### src/rtl/rv_pkg.sv
`default_nettype none

package rv_pkg;

    typedef logic [31:0] xlen_t;
    typedef logic [63:0] dword_t;
    typedef logic [4:0]  reg_idx_t;
    typedef logic [31:0] instr_t;

    localparam logic [6:0] OPC_OP        = 7'b0110011;
    localparam logic [6:0] OPC_OP_IMM    = 7'b0010011;
    localparam logic [6:0] OPC_LUI       = 7'b0110111;

    localparam logic [6:0] FUNCT7_MULDIV = 7'b0000001;

    // Operation classes as seen by the sequencer.
    typedef enum logic [2:0] {
        OP_ALU,
        OP_MUL,
        OP_DIV,
        OP_LUI,
        OP_ILLEGAL
    } exec_op_e;

    typedef enum logic [1:0] {
        ST_IDLE,
        ST_MUL,
        ST_DIV,
        ST_WB
    } exec_state_e;

    // One quotient bit is produced per divider iteration.
    localparam int DIV_STEPS = 32;

endpackage

`default_nettype wire

### src/rtl/rv_decode.sv
`timescale 1ns/1ps
`default_nettype none

module rv_decode import rv_pkg::*; (
    input  instr_t     instr,
    output exec_op_e   op,
    output reg_idx_t   rs1_idx,
    output reg_idx_t   rs2_idx,
    output reg_idx_t   rd_idx,
    output logic [2:0] funct3,
    output logic       alt,
    output logic       use_imm,
    output xlen_t      imm
);

    localparam logic [6:0] FUNCT7_ALT = 7'b0100000;

    logic [6:0] opcode;
    logic [6:0] funct7;
    logic       is_shift_right;
    logic       base_funct7_ok;

    assign opcode  = instr[6:0];
    assign funct7  = instr[31:25];
    assign rs1_idx = instr[19:15];
    assign rs2_idx = instr[24:20];
    assign rd_idx  = instr[11:7];
    assign funct3  = instr[14:12];

    assign is_shift_right = (funct3 == 3'b101);

    // Only add/sub and the right shifts have an alternate funct7 encoding.
    assign base_funct7_ok = (funct7 == 7'b0) ||
                            (funct7 == FUNCT7_ALT && (funct3 == 3'b000 || is_shift_right));

    // Immediate forms never subtract, so alt only survives for SRAI there.
    assign alt     = instr[30] && (opcode == OPC_OP || is_shift_right);
    assign use_imm = (opcode == OPC_OP_IMM);

    assign imm = (opcode == OPC_LUI) ? {instr[31:12], 12'h000}
                                     : {{20{instr[31]}}, instr[31:20]};

    always_comb begin
        op = OP_ILLEGAL;
        case (opcode)
            OPC_LUI: op = OP_LUI;
            OPC_OP: begin
                if (funct7 == FUNCT7_MULDIV) begin
                    op = funct3[2] ? OP_DIV : OP_MUL;
                end else if (base_funct7_ok) begin
                    op = OP_ALU;
                end
            end
            OPC_OP_IMM: begin
                if (funct3 == 3'b001) begin
                    op = (funct7 == 7'b0) ? OP_ALU : OP_ILLEGAL;
                end else if (is_shift_right) begin
                    op = base_funct7_ok ? OP_ALU : OP_ILLEGAL;
                end else begin
                    op = OP_ALU;
                end
            end
            default: op = OP_ILLEGAL;
        endcase
    end

endmodule

`default_nettype wire

### config.mk
export PLATFORM = sky130hd
export DESIGN_NAME = rv_decode
export DESIGN_NICKNAME = d
export VERILOG_FILES = /design/src/rtl/rv_pkg.sv /design/src/rtl/rv_decode.sv
export SDC_FILE = /design/constraint.sdc
export NUM_CORES = 1
export LEC_CHECK = 0
export BUFFER_PORTS_ARGS = -buffer_cell sky130_fd_sc_hd__buf_2
export CORE_MARGIN = 4
export CORE_UTILIZATION = 27
export DETAILED_ROUTE_END_ITERATION = 10
export PLACE_DENSITY = 0.86
export RECOVER_POWER = 25
export SLEW_MARGIN = 20
export SYNTH_ARGS = -nofsm -noshare
export SYNTH_HDL_FRONTEND = slang
export SYNTH_SLANG_ARGS = --single-unit
### constraint.sdc
create_clock -name vclk -period 1.5
set_input_delay 0.3 -clock vclk [all_inputs]
set_output_delay 0.3 -clock vclk [all_outputs]
set_load 0.01 [all_outputs]
# --- Word-level counts from Yosys, hierarchy flattened ---
# Cells that the tools add are included.
totals:
  out_inout_bits: 55
  input_bits: 32
  regBits: 0
  word_cells: 22
classes:
  mux: 8
  n_reduce_logical: 7
  n_eq_ne: 7
op_table:
  columns: ["cell", "count"]
  rows:
  - ["$mux 31", 1]
  - ["$eq 7x6->1 const B", 3]
  - ["$mux 3", 5]
  - ["$pmux 3 s3", 1]
  - ["$eq 7x1->1 const B", 1]
  - ["$eq 7x5->1 const B", 1]
  - ["$logic_not 7->1", 1]
  - ["$eq 3x1->1 const B", 1]
  - ["$eq 3x3->1 const B", 1]
  - ["$logic_not 3->1", 1]
  - ["$logic_or 1x1->1", 3]
  - ["$logic_and 1x1->1", 2]
  - ["$mux 2", 1]

# --- Longest topological paths before layout ---
depth:
  ltp_word: 8
  mapped_depth: 5
  ltp_nobuf: 4

# --- Least setup slack after synthesis ---
# No wires, ideal clock.
synth_timing:
  kind: "input -> output"
  startpoint: "in instr[28]"
  endpoint: "out op[0]"
  cell_stages: 4
  t_required_ns: 1.200
  path_slack_ns: -0.121
  path_buffers: 0
  t_arrival_ns: 1.321
  path_cell_list: "or4_4 nor4b_4 a21oi_1 nor2_1"
synth_between:
  elab_chain_len: 3
synth_lines:
  columns: ["element", "line", "rtl"]
  rows:
  - ["start: declaration", "rv_decode.sv:5", "input instr_t instr,"]
  - ["$eq 7x1->1", "rv_decode.sv:48", "if (funct7 == FUNCT7_MULDIV) begin"]
  - ["$mux 3", "rv_decode.sv:48", null]
  - ["$pmux 3 s3", "rv_decode.sv:45", "case (opcode)"]
  - ["end: declaration", "rv_decode.sv:6", "output exec_op_e op,"]
# No other way between the ends.

# --- Worst setup path after layout ---
layout_timing:
  startpoint: "in instr[28]"
  endpoint: "out op[2]"
layout_between:
  elab_chain_len: 7
  word_cells_on_any_way: 11
  classes_between: "eq/ne: 2; mux: 6; reduce/logical: 3"
layout_lines:
  columns: ["element", "line", "rtl"]
  rows:
  - ["$eq 7x6->1", "rv_decode.sv:34", "(funct7 == FUNCT7_ALT && (funct3 == 3'b000 || is_shift_right));"]
  - ["$logic_and 1x1->1", "rv_decode.sv:34", null]
  - ["$logic_or 1x1->1", "rv_decode.sv:33", "assign base_funct7_ok = (funct7 == 7'b0) ||"]
  - ["$mux 3", "rv_decode.sv:50, rv_decode.sv:58", null]
  - ["$mux 3", "rv_decode.sv:57", "end else if (is_shift_right) begin"]
  - ["$mux 3", "rv_decode.sv:55", "if (funct3 == 3'b001) begin"]
  - ["$pmux 3 s3 *", "rv_decode.sv:45", null]
# Mark *: on every way between the ends. The rest lies on a longest branch, timed or not.

==> metrics.cfg <==
[placement]
portBuffers=77
placement.cell_area_sq_um=896
routabilityCongestion=0.747
post-dp-hpwl_um=1580

[run]
drv_cap=0

[logic_synthesis]
netlist_instances=100
ys_seq_area_frac=0
synth.distinct_cells=22
yosys_warnings=0
synth_top_cells_by_count=nand2_1 (40), buf_4 (19), nor2b_1 (11)
netlist.area_leader.share=0.270
synth_fp_nets=132
synth.avg_cell_area_sq_um=5.57
yosysMostFrequentCell=nand2_1
yosys.area.top_type=nand2_1
synth_area_leaders=nand2_1 (27%), buf_4 (26%), nor2b_1 (12%)
synth_area_sq_um=557

[global_routing]
antenna_found_initial=0
grt_usage=0.144
grt_pass1_vias=748
grt_remaining_overflow=0
use_met2=0.286
grt_pass1_wl_um=3190
globalRouteMet1Util=0.162
gr-usage-met3=0.0225
grt_start_max_net_pins=16
grt-busiest-layer=met2

[power_and_ir_drop]
powerDensity_mw_per_mm2=236
comb_power_share=1.000
ir_worst_vdd_mv=0.115
clockPowerShare=0
power_mw=0.336
seq_power_share=0
switching_power_mw=0.154
swShare=0.459
p_leak_nw=0.733
internal-power_mw=0.182

[clocking]
ctsHoldBuffers=0

[routing]
drt_wl_total_um=2780
drt_iter0_markers=5
vias=905
dr.pass1.iters=4
post_drt_wl_per_cell_um=13.9
vias_per_cell=4.50
drtAntennaViolNets=0
drt_drc_violations_left=0

[hold_path]
whs_path_depth=0
worstHoldPathType=in -> out
min_from=instr[7]

[sta]
min_period_over_period=1.22
drv_slew=0
timing.setup.tns_ps=-8250
setup_violations=36
relSlewSlack=0.835
worst_pin_slew_ps=246
period_minus_slack_ps=1820
rsz0062_at_grt=yes
setup_slack_ps=-323
fmax_mhz=549
hold_viol=0

[floorplan]
rows=16
core_area_sq_mm=0.00196
fp.dieH_um=53.4
start_util=0.284
ios=87
die_x_um=53.4
dieArea_sq_mm=0.00285

[setup_path]
worst_setup_path_end_kind=output port
endpoint=op[2]
worstPathMaxFanout=2
cp.arrival_ps=1520
setup.worst_path.start=instr[28]
crit_type=in -> out
startpoint_type=input pin
required_ps=1200

[cells_and_area]
nFlopsAndLatches=0
nets=208
nClkBuffers=0
final-seq-area_sq_um=0
diodes=0
final_cell_area_sq_mm=0.00143
final_util=0.726
drive_gt1_frac=0.753
nFillCells=169
area_growth_syn_to_layout_pct=156

[status]
violations=setup timing
status=finished with violations

==> worst max-delay path, cell delays in order <==
cell and delay [ps]:
buf_6 90, or4_4 560, buf_4 160, a211oi_2 190
o21ai_1 80, buf_2 140
==> logic make-up (layout without fill, tap and decap cells) <==
kind of cell,after synthesis,after routing,share of synthesized area
buf+inv,28,102,0.328
compound gates,10,10,0.106
simple gates,62,62,0.566
==> power by group through the flow <==
stage | registers [mW] | clock network (mW) | logic [mW]
after floorplan | 0 | 0 | 0.128
after global placement | 0 | 0 | 0.221
after detailed placement | 0 | 0 | 0.224
after CTS | 0 | 0 | 0.252
after global routing | 0 | 0 | 0.360
final | 0 | 0 | 0.336
==> placed cells by master, fill, tap and decap left out, types with 2 or more instances in the layout <==
| master | netlist | layout |
|---|---|---|
| a21oi_1 | 3 | 3 |
| nand2_2 | 0 | 8 |
| nand2_1 | 40 | 22 |
| nor2b_4 | 0 | 5 |
| nor2_1 | 2 | 2 |
| buf_2 | 5 | 50 |
| buf_4 | 19 | 10 |
| inv_1 | 3 | 3 |
| nand2_4 | 0 | 10 |
| buf_8 | 0 | 2 |
| buf_6 | 0 | 31 |
| buf_12 | 0 | 2 |
| nor2b_1 | 11 | 7 |
| buf_16 | 0 | 2 |
==> what timing repair did <==
item / CTS / global route
buffers inserted: 5 / 2
endpoints found under the setup margin: 35 / 36
cloned: 3 / 1
gates resized for setup: 22 / 64
pin swaps: 5 / 7
hold endpoints to repair: 0 / 0
==> worst min path at each step <==
stage / endpoint / slack, ps
floorplan: use_imm / 650
global placement: rd_idx[1] / 600
detailed placement: rd_idx[1] / 600
CTS: rd_idx[1] / 600
global route: rd_idx[0] / 600
finish: rd_idx[0] / 600
==> metal layers <==
| metal | wire, um | vias up |
|---|---|---|
| li1 | - | 451 |
| met3 | 223 | 2 |
| met4 | 20 | 0 |
| met2 | 1670 | 35 |
| met1 | 872 | 417 |
| met5 | 0 | - |
==> per-stage QoR <==
step                worst slack (ps)  hold WS [ps]  cells
floorplan                       -121           651    100
global placement                -314           600    190
detailed placement              -315           600    190
CTS                             -310           600    198
global route                    -407           600    201
finish                          -323           600    201
==> area by class of cell <==
type	instances	area, sq um	area share
repair buffers	98	825	0.579
multi-input cells	72	552	0.387
well taps	27	33.8	0.0237
inverters	4	15.0	0.0105
Power figures use the tool's default switching activity.
