$ cat src/rtl/rv_pkg.sv
`default_nettype none

package rv_pkg;

    typedef logic [31:0] xlen_t;
    typedef logic [63:0] dword_t;
    typedef logic [4:0]  reg_idx_t;
    typedef logic [31:0] instr_t;

    localparam logic [6:0] OPC_OP        = 7'b0110011;
    localparam logic [6:0] OPC_OP_IMM    = 7'b0010011;
    localparam logic [6:0] OPC_LUI       = 7'b0110111;

    localparam logic [6:0] FUNCT7_MULDIV = 7'b0000001;

    // Operation classes as seen by the sequencer.
    typedef enum logic [2:0] {
        OP_ALU,
        OP_MUL,
        OP_DIV,
        OP_LUI,
        OP_ILLEGAL
    } exec_op_e;

    typedef enum logic [1:0] {
        ST_IDLE,
        ST_MUL,
        ST_DIV,
        ST_WB
    } exec_state_e;

    // One quotient bit is produced per divider iteration.
    localparam int DIV_STEPS = 32;

endpackage

`default_nettype wire

$ cat src/rtl/rv_result.sv
`timescale 1ns/1ps
`default_nettype none

module rv_result import rv_pkg::*; #(
    parameter int NUM_REGS = 32
) (
    input  logic     clk,
    input  logic     rst_n,
    input  reg_idx_t rs1_idx,
    input  reg_idx_t rs2_idx,
    output xlen_t    rs1_val,
    output xlen_t    rs2_val,
    input  logic     wr_en,
    input  reg_idx_t wr_rd,
    input  xlen_t    wr_data,
    output logic     wb_valid,
    output reg_idx_t wb_rd,
    output xlen_t    wb_data
);

    xlen_t regs [NUM_REGS];

    // x0 is never written, and indices past the file read as zero.
    always_ff @(posedge clk) begin
        if (!rst_n) begin
            for (int i = 0; i < NUM_REGS; i++) begin
                regs[i] <= '0;
            end
        end else if (wr_en && wr_rd != '0 && int'(wr_rd) < NUM_REGS) begin
            regs[wr_rd] <= wr_data;
        end
    end

    assign rs1_val = (rs1_idx == '0 || int'(rs1_idx) >= NUM_REGS) ? '0 : regs[rs1_idx];
    assign rs2_val = (rs2_idx == '0 || int'(rs2_idx) >= NUM_REGS) ? '0 : regs[rs2_idx];

    // Every write is reported, including those aimed at x0.
    assign wb_valid = wr_en;
    assign wb_rd    = wr_rd;
    assign wb_data  = wr_data;

endmodule

`default_nettype wire

$ cat config.mk
export PLATFORM = sky130hd
export DESIGN_NAME = rv_result
export DESIGN_NICKNAME = d
export VERILOG_FILES = /design/src/rtl/rv_pkg.sv /design/src/rtl/rv_result.sv
export SDC_FILE = /design/constraint.sdc
export NUM_CORES = 2
export LEC_CHECK = 0
export BUFFER_PORTS_ARGS = -buffer_cell sky130_fd_sc_hd__buf_2
export CAP_MARGIN = 15
export CORE_ASPECT_RATIO = 0.5
export CORE_MARGIN = 1
export CORE_UTILIZATION = 30
export DETAILED_ROUTE_END_ITERATION = 10
export PLACE_DENSITY_LB_ADDON = 0.08
export REMOVE_ABC_BUFFERS = 1
export SYNTH_ARGS = -nofsm -noshare
export SYNTH_HDL_FRONTEND = slang
export SYNTH_SLANG_ARGS = --single-unit
$ cat constraint.sdc
create_clock -name clk -period 6 [get_ports clk]
set_input_delay 1.2 -clock clk [delete_from_list [all_inputs] [get_ports clk]]
set_output_delay 1.2 -clock clk [all_outputs]
set_load 0.005 [all_outputs]
== After elaboration in Yosys (flattened, before gate mapping) ==
Memories as Yosys holds them, arrays and structs flattened.
Index checks and enable logic that the tools add are counted.
W data, S select, Z words.

* Bits in registers: 0
* Bits in latches: 0
* Memory bits (writable): 1024
* Memory bits (read-only): 0
* Bits of input ports: 50
* Output and inout bits: 102
* Word-level logic and storage cells: 15
* Memories: 1

* $add $sub $neg: 0
* Multipliers: 0
* Div/mod/pow operators: 0
* Order comparisons: 0
* Eq/ne operators: 0
* Shifts and indexed selects: 0
* Multiplexer cells: 9
* Bitwise logic cells: 0
* Reduce and logical (&&, ||, !) cells: 5

{| class="wikitable"
|+ Memories
! memory !! depth !! width !! read ports !! clocked after memory_dff !! write ports !! RTL line !! source
|-
| regs || 32 || 32 || 2 || 0 || 32 || rv_result.sv:21 || <nowiki>xlen_t regs [NUM_REGS];</nowiki>
|}

{| class="wikitable"
|+ Operator list
! cell !! count
|-
| $mux W32 || 3
|-
| $reduce_or A32 Y1 || 1
|-
| $logic_not A5 Y1 || 2
|-
| $mux W1 || 5
|-
| $mux W5 || 1
|-
| $reduce_bool A5 Y1 || 1
|-
| $logic_and A1 B1 Y1 || 1
|}

== Longest topological paths before layout ==
* Depth in word-level cells: 7
* Gate-level depth with buffers: 9
* Mapped depth without buffers: 4

== Worst setup path before layout ==
Ideal clock, no wire load.

* Kind: input to register
* From: input port rst_n
* To: memory regs[24][0] in the netlist's numbering, enable pin
* Setup time: 0.466 ns
* Arrival time: 4.270 ns
* Required time: 5.534 ns
* Setup slack: 1.264 ns
* Stages: 5
* Buffers on the path: 2
* Cells stage by stage: buf_2 -> nand2_1 -> or3_1 -> clkbuf_1 -> o21ai_0

{| class="wikitable"
|+ RTL lines
! what !! RTL line !! source
|-
| start, declared || rv_result.sv:8 || <nowiki>input logic rst_n,</nowiki>
|-
| end, declared || rv_result.sv:21 ||
|}

== Worst setup path after layout ==
* From: input port rs1_idx[1]
* To: output port rs1_val[26]

* Longest elaborated chain between the ends: 2
* Elaborated cells between the ends (all ways): 3
* Those cells by class: mux (1); reduce/logical (1); memory (1)

{| class="wikitable"
|+ Ends and longest elaborated chain
! what !! RTL line !! source
|-
| start, declared || rv_result.sv:9 || <nowiki>input reg_idx_t rs1_idx,</nowiki>
|-
| $mem_v2 Z32 W32 / $logic_not A5 Y1 (equally long branches) || -- ||
|-
| $mux W32 * || rv_result.sv:34 || <nowiki>assign rs1_val = (rs1_idx == '0 || int'(rs1_idx) >= NUM_REGS) ? '0 : regs[rs1_idx];</nowiki>
|-
| end, declared || rv_result.sv:11 || <nowiki>output xlen_t rs1_val,</nowiki>
|}

Every way passes the cells marked *; elsewhere a longest branch is shown, timed or not.

==> reports/qor.csv <==
stage,metric,value,unit
run_status,status,finished clean,
sta,maxSlewHeadroom,0.193,
cts,postCtsHoldBufs,0,
layout,utilization,0.347,
routing,viasPerCell,5.57,
floorplan,die_x,605,µm
synthesis,synth_fa_ha_area_frac,0,
setup_path,cp-end-kind,output port,
cts,clockBufferDepth,3,
sta,fmax,182,MHz
synthesis,synth_top_family_by_area,multiplexers,
global_route,gr-total-overflow,0,
pwr,ir_worst_vdd,0.000266,V
setup_path,path_delay_family,buffers and inverters,
cts,postCtsSetupRepairBufs,0,
setup_path,cpMaxStageDelayCell,a2111oi_1,
synthesis,synth_compound_area_frac,0.0390,
setup_path,arrival,4.30,ns
worst_hold_path,hold_start,wr_data[21],
synthesis,synthMuxAreaShare,0.229,
routing,num_vias,34200,
floorplan,io_pins,152,
layout,reg_top3,regs: 1024 flops,
synthesis,synth-simple-area-share,0.129,
sta,setup_slack,0.496,ns
cts,cts.clk_slew.worst_paths,0.06,ns
setup_path,critPathMaxStageDelay,0.98,ns
synthesis,synth_edf_count,1024,
layout,mostFrequentLayoutCells,"edfxtp_1 (1024), and2_1 (994), mux4_2 (472)",
placed_design,dp_slack,0.656,ns
synthesis,synthCells,3545,
setup_path,crit_top_cell,buf_4,
cts,cts_num_sinks,1024,
setup_path,critPathBufInv,5,
synthesis,synth_top_cell_by_area,edfxtp_1,
pwr,power,17.7,mW
setup_path,start_kind,primary input,
cts,root_buffer,clkbuf_16,
global_route,grt_max_degree,61,
synthesis,synthesis.area,54500,µm²
sta,finalCritPeriodShare,0.917,
setup_path,worstSetupPathDepth,9,
synthesis,async_reset_ff_frac,0,
setup_path,path_cells,buf_6 -> or3b_2 -> buf_4 -> buf_4 -> o22ai_1 -> a2111oi_1 -> buf_4 -> nor3_1 -> buf_2,
routing,drt_iter0_drc,4473,
layout,largest_register_ff_count,1024,
cts,cts_buffers,108,
synthesis,synthTopCellsByArea,"edfxtp_1 (56%), mux4_2 (20%), and2_1 (11%)",
placed_design,dp_hpwl,142000,µm
sta,hold_viol,0,
sta,setup_viol,0,
worst_hold_path,min_to,regs[3][21],
layout,syn2layout_area_growth,14.7,%
sta,tns,0,ns
global_route,grt_pass1_vias,34100,
worst_hold_path,holdPathStages,2,
layout,top_register,regs,
routing,routed_wl,227000,µm
global_route,grt_usage,0.245,
synthesis,synth_flop_cell,edfxtp_1,
floorplan,rows,110,
synthesis,ys_types,44,
layout,nets,3681,
setup_path,crit_fanout,27,
flow_run,cap_violations,0,
placed_design,place.gp.congestion,0.803,
cts,cts_resized,0,
sta,tightest_slew,1.21,ns
cts,cts_htree_levels,3,
floorplan,core,180000,µm²
synthesis,synthXorXnorAreaFrac,0,
synthesis,yosysSeqAreaShare,0.564,
pwr,p_leak,21.2,nW
floorplan,initial_core_util,0.303,
sta,finalCriticalPeriod,5.50,ns
setup_path,required,4.80,ns
layout,final_common_cell,edfxtp_1,
routing,firstDrtPassIters,5,
worst_hold_path,min_path_type,primary input to register,
global_route,antenna_found_initial,38,
layout,layout-drive-gt1-share,0.297,
routing,routedWlPerCell,36.9,µm
routing,route.detailed.drc,0,
synthesis,yosysWarnings,0,
cts,cts_tree,built,
floorplan,die-area,183000,µm²
routing,ant_nets,0,
pwr,power_density,283,nW/µm²
floorplan,die_h,303,µm
synthesis,synth_top_cell_area_share,0.564,
synthesis,synth-seq-cells,1024,
setup_path,crit_type,primary input to output port,
global_route,grt_pass1_wl,304000,µm
synthesis,syn_area_per_cell,15.4,µm²
sta,slew_viol_final,0,
sta,rsz0062_at_grt,no,
placed_design,port_buffers,151,
[metrics by stage]
step | area (µm²) | hold WS (ns) | instances
2_1_floorplan | 52500 | 1.40 | 3149
3_3_place_gp | 59000 | 1.90 | 5927
3_5_place_dp | 59100 | 1.91 | 5928
4_1_cts | 62500 | 1.11 | 6129
5_1_grt | 62500 | 1.15 | 6130
6_report | 62500 | 1.17 | 6141
[layout make-up]
type                    count  area (µm²)
fillers                 17100      118000
flip-flops and latches   1024       30700
multi-input cells        2122       22400
well taps                2408        3010
repair buffers            372        2890
clock buffers             133        2860
clock inverters            68         569
diodes                     11        27.5
inverters                   3        11.3
[per-layer routing]
layer,GRT usage,part of all wire
met2,0.359,0.42
met5,0,0
met1,0.373,0.48
met3,0.0483,0.077
met4,0.0536,0.021
[cells in the mapped netlist, types with 2 or more instances]
cell type  number
a2111oi_1      32
a32o_1          4
o22ai_1       103
nand3b_1        5
mux2i_1       150
o21ai_0        35
a22o_1         51
nor4_1          5
and3_1          3
nor4b_1         2
nand4b_1        2
clkbuf_1      265
a221o_1         2
buf_2          39
nor2b_1        14
buf_6          21
nor2_1         37
or3_1           3
mux2_2         30
a21oi_1        12
nand2b_1        5
inv_1           3
edfxtp_1     1024
a2111oi_0      23
nand2_1         9
buf_1          22
mux4_2        472
a211oi_1        7
nand3_1         5
or3b_2          3
and2_1        995
nor3_1         54
a22oi_1        16
buf_4          79
a221oi_1        4
[worst max-delay path by stage]
stage | endpoint | slack (ns) | start
floorplan | rs1_val[16] | 0.99 | rs1_idx[2]
global placement | rs1_val[26] | 0.68 | rs1_idx[1]
detailed placement | rs1_val[17] | 0.66 | rs1_idx[0]
CTS | rs1_val[26] | 0.65 | rs1_idx[1]
global route | rs1_val[26] | 0.54 | rs1_idx[1]
finish | rs1_val[26] | 0.50 | rs1_idx[1]
[logic make-up (layout without fill, tap and decap cells)]
logic type	count (synthesis)	in the layout
flops	1024	1024
simple gates	1148	1148
compound gates	290	290
buf+inv	430	576
other cells	1	43
mux	652	652
[where the power goes]
part	internal (mW)	switching, mW
clock network	3.76	3.07
logic	0.930	1.44
registers	8.27	0.214
total	13.0	4.72
Power figures use the tool's default switching activity.
